--- config.mk ---
export PLATFORM = sky130hd
export DESIGN_NAME = dma_top
export DESIGN_NICKNAME = d
export VERILOG_FILES = /design/src/verilog/dma_pkg.sv /design/src/verilog/dma_if.sv /design/src/verilog/dma_bus_arb.sv /design/src/verilog/dma_engine.sv /design/src/verilog/dma_reg.sv /design/src/verilog/dma_top.sv /design/src/verilog/oam_ram.sv
export VERILOG_INCLUDE_DIRS = /design/src /design/src/verilog
export SDC_FILE = /design/constraint.sdc
export NUM_CORES = 1
export LEC_CHECK = 0
export ABC_AREA = 1
export BUFFER_PORTS_ARGS = -buffer_cell sky130_fd_sc_hd__buf_2
export CAP_MARGIN = 20
export CORE_UTILIZATION = 38
export CTS_BUF_LIST = sky130_fd_sc_hd__clkbuf_2 sky130_fd_sc_hd__clkbuf_4 sky130_fd_sc_hd__clkbuf_8
export CTS_CLUSTER_SIZE = 12
export DETAILED_ROUTE_END_ITERATION = 16
export PLACE_DENSITY = 0.55
export SKIP_CTS_REPAIR_TIMING = 1
export SYNTH_ARGS = -nofsm -noshare
export SYNTH_HDL_FRONTEND = slang
export SYNTH_SLANG_ARGS = --single-unit
--- constraint.sdc ---
create_clock -name clk -period 7.1 [get_ports clk]
set_clock_uncertainty 0.15 [all_clocks]
set_input_delay 0.355 -clock clk [delete_from_list [all_inputs] [get_ports clk]]
set_output_delay 0.355 -clock clk [all_outputs]
set_load 0.05 [all_outputs]
--- src/verilog/dma_defs.svh ---
`ifndef DMA_DEFS_SVH
`define DMA_DEFS_SVH

// transfer length and last byte index
`define DMA_LEN      160
`define DMA_LAST     8'h9F

// cpu address of the dma source page register
`define DMA_REG_ADDR 16'hFF46

// cpu window of object attribute memory
`define OAM_BASE     16'hFE00
`define OAM_END      16'hFE9F

// cpu window of video ram
`define VRAM_BASE    16'h8000
`define VRAM_END     16'h9FFF

`endif

--- src/verilog/dma_pkg.sv ---
package dma_pkg;

	// page and offset view of a dma source address
	typedef struct packed {
		logic [7:0] page;   // high byte, loaded from ff46
		logic [7:0] offset; // low byte, counts 0 to 9f
	} dma_pg_t;

	// one 16-bit source word seen two ways
	typedef union packed {
		logic [15:0] raw; // full address on the bus
		dma_pg_t     pg;  // split for the engine
	} dma_addr_u;

	// which bus the dma reads from
	typedef enum logic [1:0] {
		SRC_EXT  = 2'd0, // external bus
		SRC_VRAM = 2'd1  // video ram bus, pages 80 to 9f
	} dma_region_e;

endpackage

--- src/verilog/dma_if.sv ---
`timescale 1ns/1ps
`default_nettype none

// source side of the dma, engine to bus arbiter
interface dma_src_if;
	import dma_pkg::*;

	dma_addr_u   addr;   // valid only while active
	dma_region_e region; // bus select
	logic        active; // dma owns the selected bus
	logic [7:0]  rdata;  // same-cycle read data

	modport engine (
		output addr, region, active,
		input  rdata
	);

	modport arb (
		input  addr, region, active,
		output rdata
	);

endinterface

// write side of the dma, engine to oam
interface dma_oam_if;
	logic [7:0] idx;   // oam byte index
	logic [7:0] wdata; // byte to store
	logic       we;    // store at the rising edge
	logic       busy;  // oam locked against the cpu

	modport engine (
		output idx, wdata, we, busy
	);

	modport oam (
		input idx, wdata, we, busy
	);

endinterface

--- src/verilog/dma_bus_arb.sv ---
`timescale 1ns/1ps
`default_nettype none

`include "dma_defs.svh"

module dma_bus_arb (
		input  logic [15:0] cpu_addr,
		input  logic [7:0]  cpu_wdata,
		input  logic        cpu_rd,
		input  logic        cpu_wr,
		output logic [7:0]  cpu_rdata,
		output logic        reg_wr,
		input  logic [7:0]  page,
		dma_src_if.arb      src,
		output logic [15:0] ext_addr,
		output logic        ext_rd,
		output logic        ext_wr,
		output logic [7:0]  ext_wdata,
		input  logic [7:0]  ext_rdata,
		output logic [12:0] vram_addr,
		output logic        vram_rd,
		input  logic [7:0]  vram_rdata,
		output logic        oam_cpu_sel,
		input  logic [7:0]  oam_rdata
	);

	import dma_pkg::*;

	logic hit_reg, hit_oam, hit_vram, hit_ext;
	logic dma_ext, dma_vram; // bus owned by the dma

	// cpu address decode
	assign hit_reg  = (cpu_addr == `DMA_REG_ADDR);
	assign hit_oam  = (cpu_addr >= `OAM_BASE) && (cpu_addr <= `OAM_END);
	assign hit_vram = (cpu_addr >= `VRAM_BASE) && (cpu_addr <= `VRAM_END);
	assign hit_ext  = !hit_reg && !hit_oam && !hit_vram;

	assign dma_ext  = src.active && (src.region == SRC_EXT);
	assign dma_vram = src.active && (src.region == SRC_VRAM);

	assign reg_wr      = cpu_wr && hit_reg; // ff46 stays writable mid-run
	assign oam_cpu_sel = hit_oam;           // oam locks itself while busy

	// external bus, cpu writes dropped while the dma reads it
	assign ext_addr  = dma_ext ? src.addr.raw : cpu_addr;
	assign ext_rd    = dma_ext || (cpu_rd && hit_ext);
	assign ext_wr    = !dma_ext && cpu_wr && hit_ext;
	assign ext_wdata = cpu_wdata;

	assign vram_addr = dma_vram ? src.addr.raw[12:0] : cpu_addr[12:0];
	assign vram_rd   = dma_vram || (cpu_rd && hit_vram);

	assign src.rdata = (src.region == SRC_VRAM) ? vram_rdata : ext_rdata;

	// cpu read mux, a blocked bus answers ff
	always_comb begin
		if (!cpu_rd) begin
			cpu_rdata = 8'hFF;
		end else if (hit_reg) begin
			cpu_rdata = page;
		end else if (hit_oam) begin
			cpu_rdata = oam_rdata;
		end else if (hit_vram) begin
			cpu_rdata = dma_vram ? 8'hFF : vram_rdata;
		end else begin
			cpu_rdata = dma_ext ? 8'hFF : ext_rdata;
		end
	end

endmodule

--- src/verilog/dma_engine.sv ---
`timescale 1ns/1ps
`default_nettype none

`include "dma_defs.svh"

module dma_engine (
		input  logic       clk,
		input  logic       rst,
		input  logic       start,
		input  logic [7:0] page,
		dma_src_if.engine  src,
		dma_oam_if.engine  oam,
		output logic       dma_run
	);

	import dma_pkg::*;

	logic        run_q;    // transfer in progress
	dma_addr_u   addr_q;   // latched page and running offset
	logic        last;     // final byte this cycle
	dma_region_e region;

	assign last = (addr_q.pg.offset == `DMA_LAST);

	// run flag
	// a start while running keeps the flag set and restarts the count
	always_ff @(posedge clk) begin
		if (rst) begin
			run_q <= 1'b0;
		end else if (start) begin
			run_q <= 1'b1;
		end else if (run_q && last) begin
			run_q <= 1'b0;
		end
	end

	// source address, page from ff46 and offset as the byte counter
	always_ff @(posedge clk) begin
		if (rst) begin
			addr_q.raw <= 16'h0000;
		end else if (start) begin
			addr_q.pg.page   <= page;
			addr_q.pg.offset <= 8'h00;
		end else if (run_q && !last) begin
			addr_q.pg.offset <= addr_q.pg.offset + 8'h01;
		end
	end

	// pages 80 to 9f sit on the vram bus
	always_comb begin
		if (addr_q.pg.page[7:5] == 3'b100) begin
			region = SRC_VRAM;
		end else begin
			region = SRC_EXT;
		end
	end

	// source bus request
	always_comb begin
		src.addr   = addr_q;
		src.region = region;
		src.active = run_q;
	end

	// byte k of the page goes to oam index k in the same cycle
	always_comb begin
		oam.idx   = addr_q.pg.offset;
		oam.wdata = src.rdata;
		oam.we    = run_q;
		oam.busy  = run_q;
	end

	assign dma_run = run_q;

endmodule

--- src/verilog/dma_reg.sv ---
`timescale 1ns/1ps
`default_nettype none

module dma_reg (
		input  logic       clk,
		input  logic       rst,
		input  logic       reg_wr,
		input  logic [7:0] wdata,
		output logic [7:0] page,
		output logic       start
	);

	logic [7:0] page_q;
	logic       start_q;

	// ff46 latch, reads back the last value written
	always_ff @(posedge clk) begin
		if (rst) begin
			page_q <= 8'h00;
		end else if (reg_wr) begin
			page_q <= wdata;
		end
	end

	// write strobe delayed by one clock
	// the engine sees start together with the new page
	always_ff @(posedge clk) begin
		if (rst) begin
			start_q <= 1'b0;
		end else begin
			start_q <= reg_wr;
		end
	end

	assign page  = page_q;
	assign start = start_q; // one-cycle pulse

endmodule

--- src/verilog/dma_top.sv ---
`timescale 1ns/1ps
`default_nettype none

module dma_top (
		input  logic        clk,
		input  logic        rst,

		input  logic [15:0] cpu_addr,
		input  logic [7:0]  cpu_wdata,
		input  logic        cpu_rd,
		input  logic        cpu_wr,
		output logic [7:0]  cpu_rdata,

		output logic [15:0] ext_addr,
		output logic        ext_rd,
		output logic        ext_wr,
		output logic [7:0]  ext_wdata,
		input  logic [7:0]  ext_rdata,

		output logic [12:0] vram_addr,
		output logic        vram_rd,
		input  logic [7:0]  vram_rdata,

		output logic        dma_run
	);

	logic       reg_wr;
	logic [7:0] page;
	logic       start;
	logic       oam_cpu_sel;
	logic [7:0] oam_rdata;

	dma_src_if src_bus ();
	dma_oam_if oam_bus ();

	dma_reg u_reg (
		.clk    (clk),
		.rst    (rst),
		.reg_wr (reg_wr),
		.wdata  (cpu_wdata),
		.page   (page),
		.start  (start)
	);

	dma_engine u_engine (
		.clk     (clk),
		.rst     (rst),
		.start   (start),
		.page    (page),
		.src     (src_bus.engine),
		.oam     (oam_bus.engine),
		.dma_run (dma_run)
	);

	dma_bus_arb u_arb (
		.cpu_addr    (cpu_addr),
		.cpu_wdata   (cpu_wdata),
		.cpu_rd      (cpu_rd),
		.cpu_wr      (cpu_wr),
		.cpu_rdata   (cpu_rdata),
		.reg_wr      (reg_wr),
		.page        (page),
		.src         (src_bus.arb),
		.ext_addr    (ext_addr),
		.ext_rd      (ext_rd),
		.ext_wr      (ext_wr),
		.ext_wdata   (ext_wdata),
		.ext_rdata   (ext_rdata),
		.vram_addr   (vram_addr),
		.vram_rd     (vram_rd),
		.vram_rdata  (vram_rdata),
		.oam_cpu_sel (oam_cpu_sel),
		.oam_rdata   (oam_rdata)
	);

	oam_ram u_oam (
		.clk       (clk),
		.dma       (oam_bus.oam),
		.cpu_sel   (oam_cpu_sel),
		.cpu_wr    (cpu_wr),
		.cpu_idx   (cpu_addr[7:0]), // fe00 window, low byte is the index
		.cpu_wdata (cpu_wdata),
		.rdata     (oam_rdata)
	);

endmodule

--- src/verilog/oam_ram.sv ---
`timescale 1ns/1ps
`default_nettype none

`include "dma_defs.svh"

module oam_ram (
		input  logic       clk,
		dma_oam_if.oam     dma,
		input  logic       cpu_sel,
		input  logic       cpu_wr,
		input  logic [7:0] cpu_idx,
		input  logic [7:0] cpu_wdata,
		output logic [7:0] rdata
	);

	logic [7:0] mem [0:`DMA_LEN-1];
	logic       cpu_we;
	logic       cpu_in_range;

	assign cpu_in_range = (cpu_idx < 8'(`DMA_LEN));
	assign cpu_we       = cpu_sel && cpu_wr && cpu_in_range && !dma.busy;

	// dma port has priority, cpu only gets in while idle
	always_ff @(posedge clk) begin
		if (dma.we) begin
			mem[dma.idx] <= dma.wdata;
		end else if (cpu_we) begin
			mem[cpu_idx] <= cpu_wdata;
		end
	end

	// async cpu read
	always_comb begin
		if (dma.busy || !cpu_in_range) begin
			rdata = 8'hFF;
		end else begin
			rdata = mem[cpu_idx];
		end
	end

endmodule
* Word level (Yosys, flattened, before mapping)
Memory sizes are Yosys's and may differ from the RTL's. Index checks and enable logic that the tools add are counted.
Word-level totals: register bits after elaboration 26, memory bits (writable) 1280, input port bits 44, output and inout bits 49, logic and storage cells 67, memories 1
Cells by class: $add $sub $neg 1, $lt $le $gt $ge 5, equality and inequality tests 4, multiplexer cells 21, reduce and logical (&&, ||, !) cells 30
Memory list:
- u_oam.mem | words 160, bits a word 8, read ports 1, clocked after memory_dff 0, write ports 1, line oam_ram.sv:16 | logic [7:0] mem [0:`DMA_LEN-1];
Operator list (count):
- $mux W8 | 10
- $ge A16 B16 Y1 const B | 2
- $le A16 B16 Y1 const B | 2
- $eq A16 B16 Y1 const B | 1
- $logic_and A1 B1 Y1 | 16
- $mux W16 | 1
- $mux W13 | 1
- $mux W1 | 9
- $add A8 B1 Y8 const B | 1
- $eq A8 B8 Y1 const B | 1
- $lt A8 B8 Y1 const B | 1
- $reduce_or A8 Y1 | 1
- $logic_not A1 Y1 | 7
- $eq A3 B3 Y1 const B | 1
- $logic_or A1 B1 Y1 | 3
- $logic_not A2 Y1 | 1
- $reduce_bool A2 Y1 | 1
- $reduce_or A2 Y1 | 1
- $eq A1 B1 Y1 const B | 1

* Longest topological paths before layout
Gate-level depths: netlist of the first run.
word-level depth 10, mapped depth 20, mapped depth without buffers 17

* Cells and area by module
A second synthesis of the first run with hierarchy kept.
Unflattened totals: cells, all modules 4955, area, all modules 54810.1 um2
By module, submodules not included:
- oam_ram | instances 1, cells an instance 4518, area each 52310.2 um2, seq. area each 38436.9 um2
- dma_bus_arb | instances 1, cells an instance 252, area each 1197.4 um2, seq. area each 0.0 um2
- dma_engine | instances 1, cells an instance 131, area each 933.4 um2, seq. area each 340.3 um2
- dma_reg | instances 1, cells an instance 54, area each 369.1 um2, seq. area each 180.2 um2

* Worst setup path after synthesis of the first run
Ideal clock, no wire load.
kind reg-to-reg, start point reg u_engine.run_q, in the netlist u_engine.dma_run, end point mem u_oam.mem[0][5], data pin, setup time 1.159 ns, data arrival time 5.982 ns, data required time 5.791 ns, setup slack -0.191 ns, stages on the path, launching flop included 7, path buffers 2, period minus slack after synthesis 7.291 ns, cell sequence dfxtp_1 > inv_1 > nand3_2 > buf_2 > clkbuf_1 > nor2_1 > a31oi_1
On the way: cells in the longest elaborated chain, start to end 7
RTL lines:
- start: declaration | line dma_engine.sv:18 | logic run_q;
- start signal: assignment | line dma_engine.sv:29 | run_q <= 1'b0;
- start signal: assignment | line dma_engine.sv:31 | run_q <= 1'b1;
- start signal: assignment | line dma_engine.sv:33 | run_q <= 1'b0;
- $logic_not A1 Y1 | line oam_ram.sv:21 | assign cpu_we = cpu_sel && cpu_wr && cpu_in_range && !dma.busy;
- $logic_and A1 B1 Y1 | line oam_ram.sv:21
- $mux W1 | line oam_ram.sv:27 | end else if (cpu_we) begin
- $mux W1 (*) | line oam_ram.sv:25 | if (dma.we) begin
- $mux W1 (not written as such) (*) | line oam_ram.sv:28 | mem[cpu_idx] <= cpu_wdata;
- $reduce_or A8 Y1 (no line) (*)
- $mux W8 (no line) (*)
- end: declaration | line oam_ram.sv:16
Mark *: on every way between the ends. The rest lies on a longest branch, timed or not.

* Worst setup path after layout of the first run
start point in cpu_addr[3], end point out cpu_rdata[7]
On the way: cells in the longest elaborated chain, start to end 7, elaborated cells between the ends (all ways) 16, those cells by class order compare: 5; eq/ne: 1; mux: 5; reduce/logical: 4; memory: 1
RTL lines:
- start: declaration | line dma_top.sv:8 | input logic [15:0] cpu_addr,
- parallel branches: the longest is 5 deep, another holds $mem_v2 Z160 W8
- $mux W8 (*) | line dma_bus_arb.sv:59 | end else if (hit_reg) begin
- $mux W8 (*) | line dma_bus_arb.sv:57 | if (!cpu_rd) begin
- end: declaration | line dma_top.sv:12 | output logic [7:0] cpu_rdata,
Mark *: on every way between the ends.

==> flow_summary.toml, run 1 <==
[floorplan]
pin_count = 93
dieArea_um2 = 148000
row_count = 140
fp.dieW_um = 385
start_util = 0.383
core-area_um2 = 146000
die_h_um = 385

[sta]
tightest_slew_ps = 1150
drv_slew = 0
finalHoldWorstSlack_ps = 65.3
fmax_ghz = 0.212
maxSlewHeadroom = 0.230
rsz0062_at_grt = "false"
fin_crit_sh = 0.664
setup_ws_ps = 2380
period_minus_slack_ps = 4720
setup_violations = 0
hold_violations = 0

[logic_synthesis]
yosys-top-cells-area = "edfxtp_1, nand2_1, nand3_1, inv_1, nor2_1"
netlist.area_leader.share = 0.689
seq_area_frac_synth = 0.698
synthesis.nets = 5387
syn-cell-area_um2 = 55800
yosys_register_bits = 1306
yosysUniqueCellTypes = 32
synth_cells = 5342
synth_area_leader_cell = "edfxtp_1"
yosys_warnings = 0
syn_avg_cell_area_um2 = 10.4

[clock_network]
cts_buffers = 213
path_clk_slew_ps = 60
clkSinkCount = 1306
cts_root_buf = "clkbuf_8"
htreeDepth = 4
cts_tree = "built"
clockBufferDepth = 3
clk_latency_ps = 940

[detailed_routing]
dr_total_vias = 38784
vias_per_cell = 5.14
drt_wl_total_um = 170000
ant_nets = 0
drtIter0Drc = 3889
drt_first_pass_iters = 6
wl_per_cell_um = 22.5
drc = 0

[place]
globalplace.congestion = 0.942
pre_cts_ws_ps = 2160
place_area_um2 = 58300
dp.cells = 7114
port_buffers = 92
dp.final_hpwl_um = 98500

[worst_setup_path]
worstSetupPathType = "in2out"
cp.required_ps = 6590
worstPathArrival_ps = 4210
slowest_delay_ps = 680
ff2ff_setup_slack_ps = 3030
reg2reg_to = "u_oam.mem[55][1]$_DFFE_PP_"
cp-startpoint = "cpu_addr[3]"
crit_top_cell = "nand2_1"
worst_setup_path_end_kind = "primary output"
rr_worst_depth = 7
start_kind = "input pin"
path_cells = "buf_2 > inv_2 > nand2_1 > clkinv_1 > nand3_1 > nand2_1 > a21oi_1 > nand2_1 > nand2_1 > nand3_1 > nand2_1 > nand2_1 > buf_2"
critPathSlowestCell = "clkinv_1"
regToRegStartpoint = "u_engine.dma_run$_SDFFE_PP0P_"
critPathMaxFanout = 16

[min_path]
whs_path_depth = 3
holdPathEnd = "u_oam.mem[95][2]$_DFFE_PP_"
hold_class = "in2reg"
hp-start = "vram_rdata[2]"

[run]
max-cap-violations = 0

[power_and_ir_drop]
power.leakage_nw = 24.1
ir_drop_mv = 0.146
cellPowerDensity_nw_per_um2 = 255

[global_routing]
grt_pass1_wl_um = 247000
grt_usage = 0.227
grt_pass1_vias = 36953
grt_max_degree = 161
overflow = 0
antenna_found_initial = 9

[final_layout]
drive_gt1_frac = 0.102
final_util = 0.431
nets = 5486
fin_cells = 7541
area_delta_synth_final_pct = 12.5
fin_area_um2 = 62800

[run_status]
outcome = "completed"
==> power breakdown <==
group	total [mW]	internal (mW)	switching [mW]	leakage [nW]
clock network	6.50	3.46	3.04	2.23
registers	8.47	8.47	0.00000963	11.7
logic	1.05	0.236	0.816	10.2
==> cell usage after synthesis (all sizes together) <==
cell type	instances
nand4	125
o211ai	4
nor3	10
nand3	485
dfxtp	26
and3	1
buf	104
o2bb2ai	1
o21ai	117
clkbuf	178
nand2	1722
clkinv	3
ha	1
a211oi	16
nor2	545
or2	47
nand3b	21
inv	569
nor3b	5
a21oi	74
a31oi	8
edfxtp	1280
==> cells in the final DEF, fill, tap and decap left out, types with 6 or more instances in the layout <==
| cell type | synthesis | final |
|---|---|---|
| clkbuf_8 | 0 | 224 |
| a211oi_1 | 16 | 16 |
| dlygate4sd3_1 | 0 | 28 |
| nor2_1 | 533 | 530 |
| or2_2 | 47 | 47 |
| clkinv_2 | 0 | 16 |
| nand2_1 | 1722 | 1721 |
| inv_1 | 561 | 558 |
| buf_4 | 8 | 29 |
| a21oi_1 | 73 | 73 |
| inv_2 | 8 | 8 |
| nand3b_1 | 21 | 21 |
| o21ai_2 | 6 | 6 |
| nor2_4 | 6 | 8 |
| clkinv_1 | 3 | 58 |
| a31oi_4 | 0 | 8 |
| nand3_1 | 478 | 478 |
| dfxtp_1 | 26 | 26 |
| edfxtp_1 | 1280 | 1280 |
| nor3_1 | 9 | 9 |
| clkbuf_4 | 0 | 84 |
| buf_2 | 39 | 89 |
| buf_12 | 0 | 17 |
| nand4_1 | 125 | 125 |
| nand3_2 | 7 | 7 |
| nor2_2 | 6 | 7 |
| o21ai_0 | 110 | 110 |
| inv_8 | 0 | 6 |
==> kinds of logic after synthesis <==
| family | synth area share |
|---|---|
| simple gates | 0.222 |
| fa+ha+maj | 0.000224 |
| compound gates | 0.0215 |
| buf+inv | 0.0588 |
| flops | 0.698 |
==> metrics by stage <==
step / power (mW) / TNS [ps]
floorplan: 9.26 / -61160
global placement: 9.66 / 0
detailed placement: 9.66 / 0
CTS: 16.1 / 0
global route: 16.5 / 0
finish: 16.0 / 0
==> sequential cells by signal, indices dropped and copies added, names as in the netlist <==
name               cells
u_engine.src.addr     16
u_engine.dma_run       1
u_reg.start            1
u_reg.page             8
u_oam.mem           1280
==> cell type report <==
cell class              count  area [um2]
flip-flops and latches   1306       39000
inverters                 572        2170
well taps                1917        2400
repair buffers            166        1340
clock inverters            87         505
multi-input cells        3182       13700
clock buffers             307        3700
diodes                      4        10.0
fillers                 13842       82900
==> worst max-delay path: cells and delay by family <==
kind,cells,cell delay [ps]
buf+inv,4,1740
compound gates,1,510
simple gates,8,1570
==> routing by layer <==
layer,global-route usage,share of wire,vias to the layer above
li1,-,-,17945
met2,0.352,0.45,1575
met5,0,0.00019,-
met4,0.0954,0.040,4
met3,0.0445,0.080,345
met1,0.312,0.43,18915
==> worst max path at each step <==
stage                                 end  slack [ps]  cells past startpoint
2_1_floorplan   u_oam.mem[0][5]$_DFFE_PP_        -190                      6
3_3_place_gp   u_oam.mem[54][6]$_DFFE_PP_        2180                     10
3_5_place_dp    u_oam.mem[1][6]$_DFFE_PP_        2160                     10
4_1_cts                      cpu_rdata[7]        2520                     17
5_1_grt                      cpu_rdata[4]        2260                     17
6_report                     cpu_rdata[7]        2380                     13
Note: power is estimated with default switching activity, not from simulation.
==> run 2: changes to the inputs <==
==> constraint.sdc (replaced) <==
create_clock -name clk -period 4 [get_ports clk]
set_clock_uncertainty 0.15 [all_clocks]
set_input_delay 0.2 -clock clk [delete_from_list [all_inputs] [get_ports clk]]
set_output_delay 0.2 -clock clk [all_outputs]
set_load 0.05 [all_outputs]
==> run 2 against run 1 <==
  * Sequential power grew 77%
  * Power grew 77%
  * Critical path depth shrank 1
  * Clock power grew 75%
  * Worst hold slack lost 33 ps
  * Final cell count grew 3.1%
  * Clock-buffer cell count shrank 1
  * Die area is the same
  * Core utilization grew 1.4 points
  * Worst setup slack lost 2100 ps
  * Critical path type is now reg2out
  * Largest cell class unchanged
==> flow_summary.toml, run 2 (same netlist as run 1, synthesis figures left out) <==
[run_status]
outcome = "completed"

[worst_setup_path]
worstSetupPathType = "reg2out"
crit_top_cell = "nand2_1"
start_kind = "flop"
worst-path-stages = 12
ff2ff_setup_slack_ps = 470
worst_setup_path_end_kind = "primary output"
rr_worst_depth = 7
cp_num_buf_inv = 1
slowest_delay_ps = 400
path_delay_family = "simple AND/OR/NAND/NOR gates"
critPathSlowestCell = "a21oi_1"
reg2reg_to = "u_oam.mem[10][5]$_DFFE_PP_"
path_cells = "or2_2 > nand2_1 > nand3_1 > nand3_1 > nand2_1 > a21oi_1 > nand2_1 > nand2_1 > nand3_1 > nand2_1 > nand2_1 > buf_2"
cp.required_ps = 3650
critPathMaxFanout = 1
regToRegStartpoint = "u_engine.dma_run$_SDFFE_PP0P_"
worstPathArrival_ps = 3320

[run]
max-cap-violations = 0

[floorplan]
start_util = 0.383
fp.dieW_um = 385
dieArea_um2 = 148000
row_count = 140
core-area_um2 = 146000
die_h_um = 385
pin_count = 93

[sta]
drv_slew = 0
fin_crit_sh = 0.918
rsz0062_at_grt = "false"
maxSlewHeadroom = 0.310
tightest_slew_ps = 1030
setup_violations = 0
hold_violations = 0
period_minus_slack_ps = 3670
final.setup.tns_ps = 0
setup_ws_ps = 330
fmax_ghz = 0.272

[clock_network]
cts_tree = "built"
clockBufferDepth = 3
clkSinkCount = 1306
path_clk_slew_ps = 60
cts_root_buf = "clkbuf_8"
cts_buffers = 216
htreeDepth = 4
clk_latency_ps = 930

[final_layout]
nets = 5736
mostFrequentLayoutCells = "nand2_1, edfxtp_1, inv_1, nor2_1, nand3_1"
area_delta_synth_final_pct = 16.2
drive_gt1_frac = 0.137
fin_cells = 7776
final_util = 0.445
largest_reg_flops = 1280
layout_commonest_cell = "nand2_1"
regMostFlops = "u_oam.mem"

[global_routing]
antenna_found_initial = 7
grt_max_degree = 134
overflow = 0
grt_pass1_wl_um = 251000
grt_usage = 0.230
grt_pass1_vias = 37974

[detailed_routing]
drt_wl_total_um = 172000
drc = 0
dr_total_vias = 39466
met2_length_um = 79100
ant_nets = 0
wl_per_cell_um = 22.1
wl_met1_um = 74000
drtIter0Drc = 4218
wl_met3_um = 13300
vias_per_cell = 5.08
drt_first_pass_iters = 5
routed.top_layer = "met4"

[place]
port_buffers = 92
dp.cells = 7343
globalplace.congestion = 0.901
pre_cts_ws_ps = 111
dp.final_hpwl_um = 105000

[power_and_ir_drop]
ir_drop_mv = 0.345
power.leakage_nw = 25.4
cellPowerDensity_nw_per_um2 = 437

[min_path]
holdPathEnd = "u_oam.mem[135][7]$_DFFE_PP_"
hold_class = "in2reg"
whs_path_depth = 4
hp-start = "ext_rdata[7]"
## run 2: layer usage
metal / vias up / global-route usage
li1: 18413 / -
met1: 19189 / 0.317
met2: 1574 / 0.364
met3: 290 / 0.0414
met4: 0 / 0.0793
met5: - / 0
## run 2: cell type report
| class | instances | area [um2] |
|---|---|---|
| Inverter | 572 | 2170 |
| Clock inverter | 76 | 464 |
| Tap cell | 1917 | 2400 |
| Multi-Input combinational cell | 3182 | 13700 |
| Antenna cell | 4 | 10.0 |
| Timing Repair Buffer | 413 | 3480 |
| Clock buffer | 306 | 3660 |
| Fill cell | 13740 | 80900 |
| Sequential cell | 1306 | 39000 |
## run 2: worst max-delay path by stage
| stage | from | end | slack (ps) |
|---|---|---|---|
| floorplan | u_engine.dma_run$_SDFFE_PP0P_ | u_oam.mem[0][5]$_DFFE_PP_ | -1270 |
| global placement | cpu_addr[12] | u_oam.mem[93][5]$_DFFE_PP_ | 110 |
| detailed placement | cpu_addr[14] | u_oam.mem[118][5]$_DFFE_PP_ | 110 |
| CTS | u_oam.mem[29][2]$_DFFE_PP_ | cpu_rdata[2] | 280 |
| global route | u_engine.src.addr[15]$_SDFFE_PP0P_ | cpu_rdata[4] | 60 |
| finish | u_oam.mem[25][4]$_DFFE_PP_ | cpu_rdata[4] | 330 |
## run 2: worst min-delay path: cells and delay by family
family / cells / cell delay, ps
buffers and inverters: 2 / 420
and+or+nand+nor: 1 / 100
AOI/OAI and AO/OA: 1 / 110
## run 2: where the power goes
group          internal, mW  switching (mW)
sequential             15.0       0.0000146
combinational         0.484            1.46
clock                  6.02            5.39
## run 2: stage by stage
step	instance area, um2	hold WS [ps]	total power [mW]
3_3_place_gp	60300	320	17.2
2_1_floorplan	55900	226	16.4
6_report	64900	32.1	28.4
3_5_place_dp	60300	323	17.2
4_1_cts	64400	-625	28.5
5_1_grt	64900	-1.90	29.3
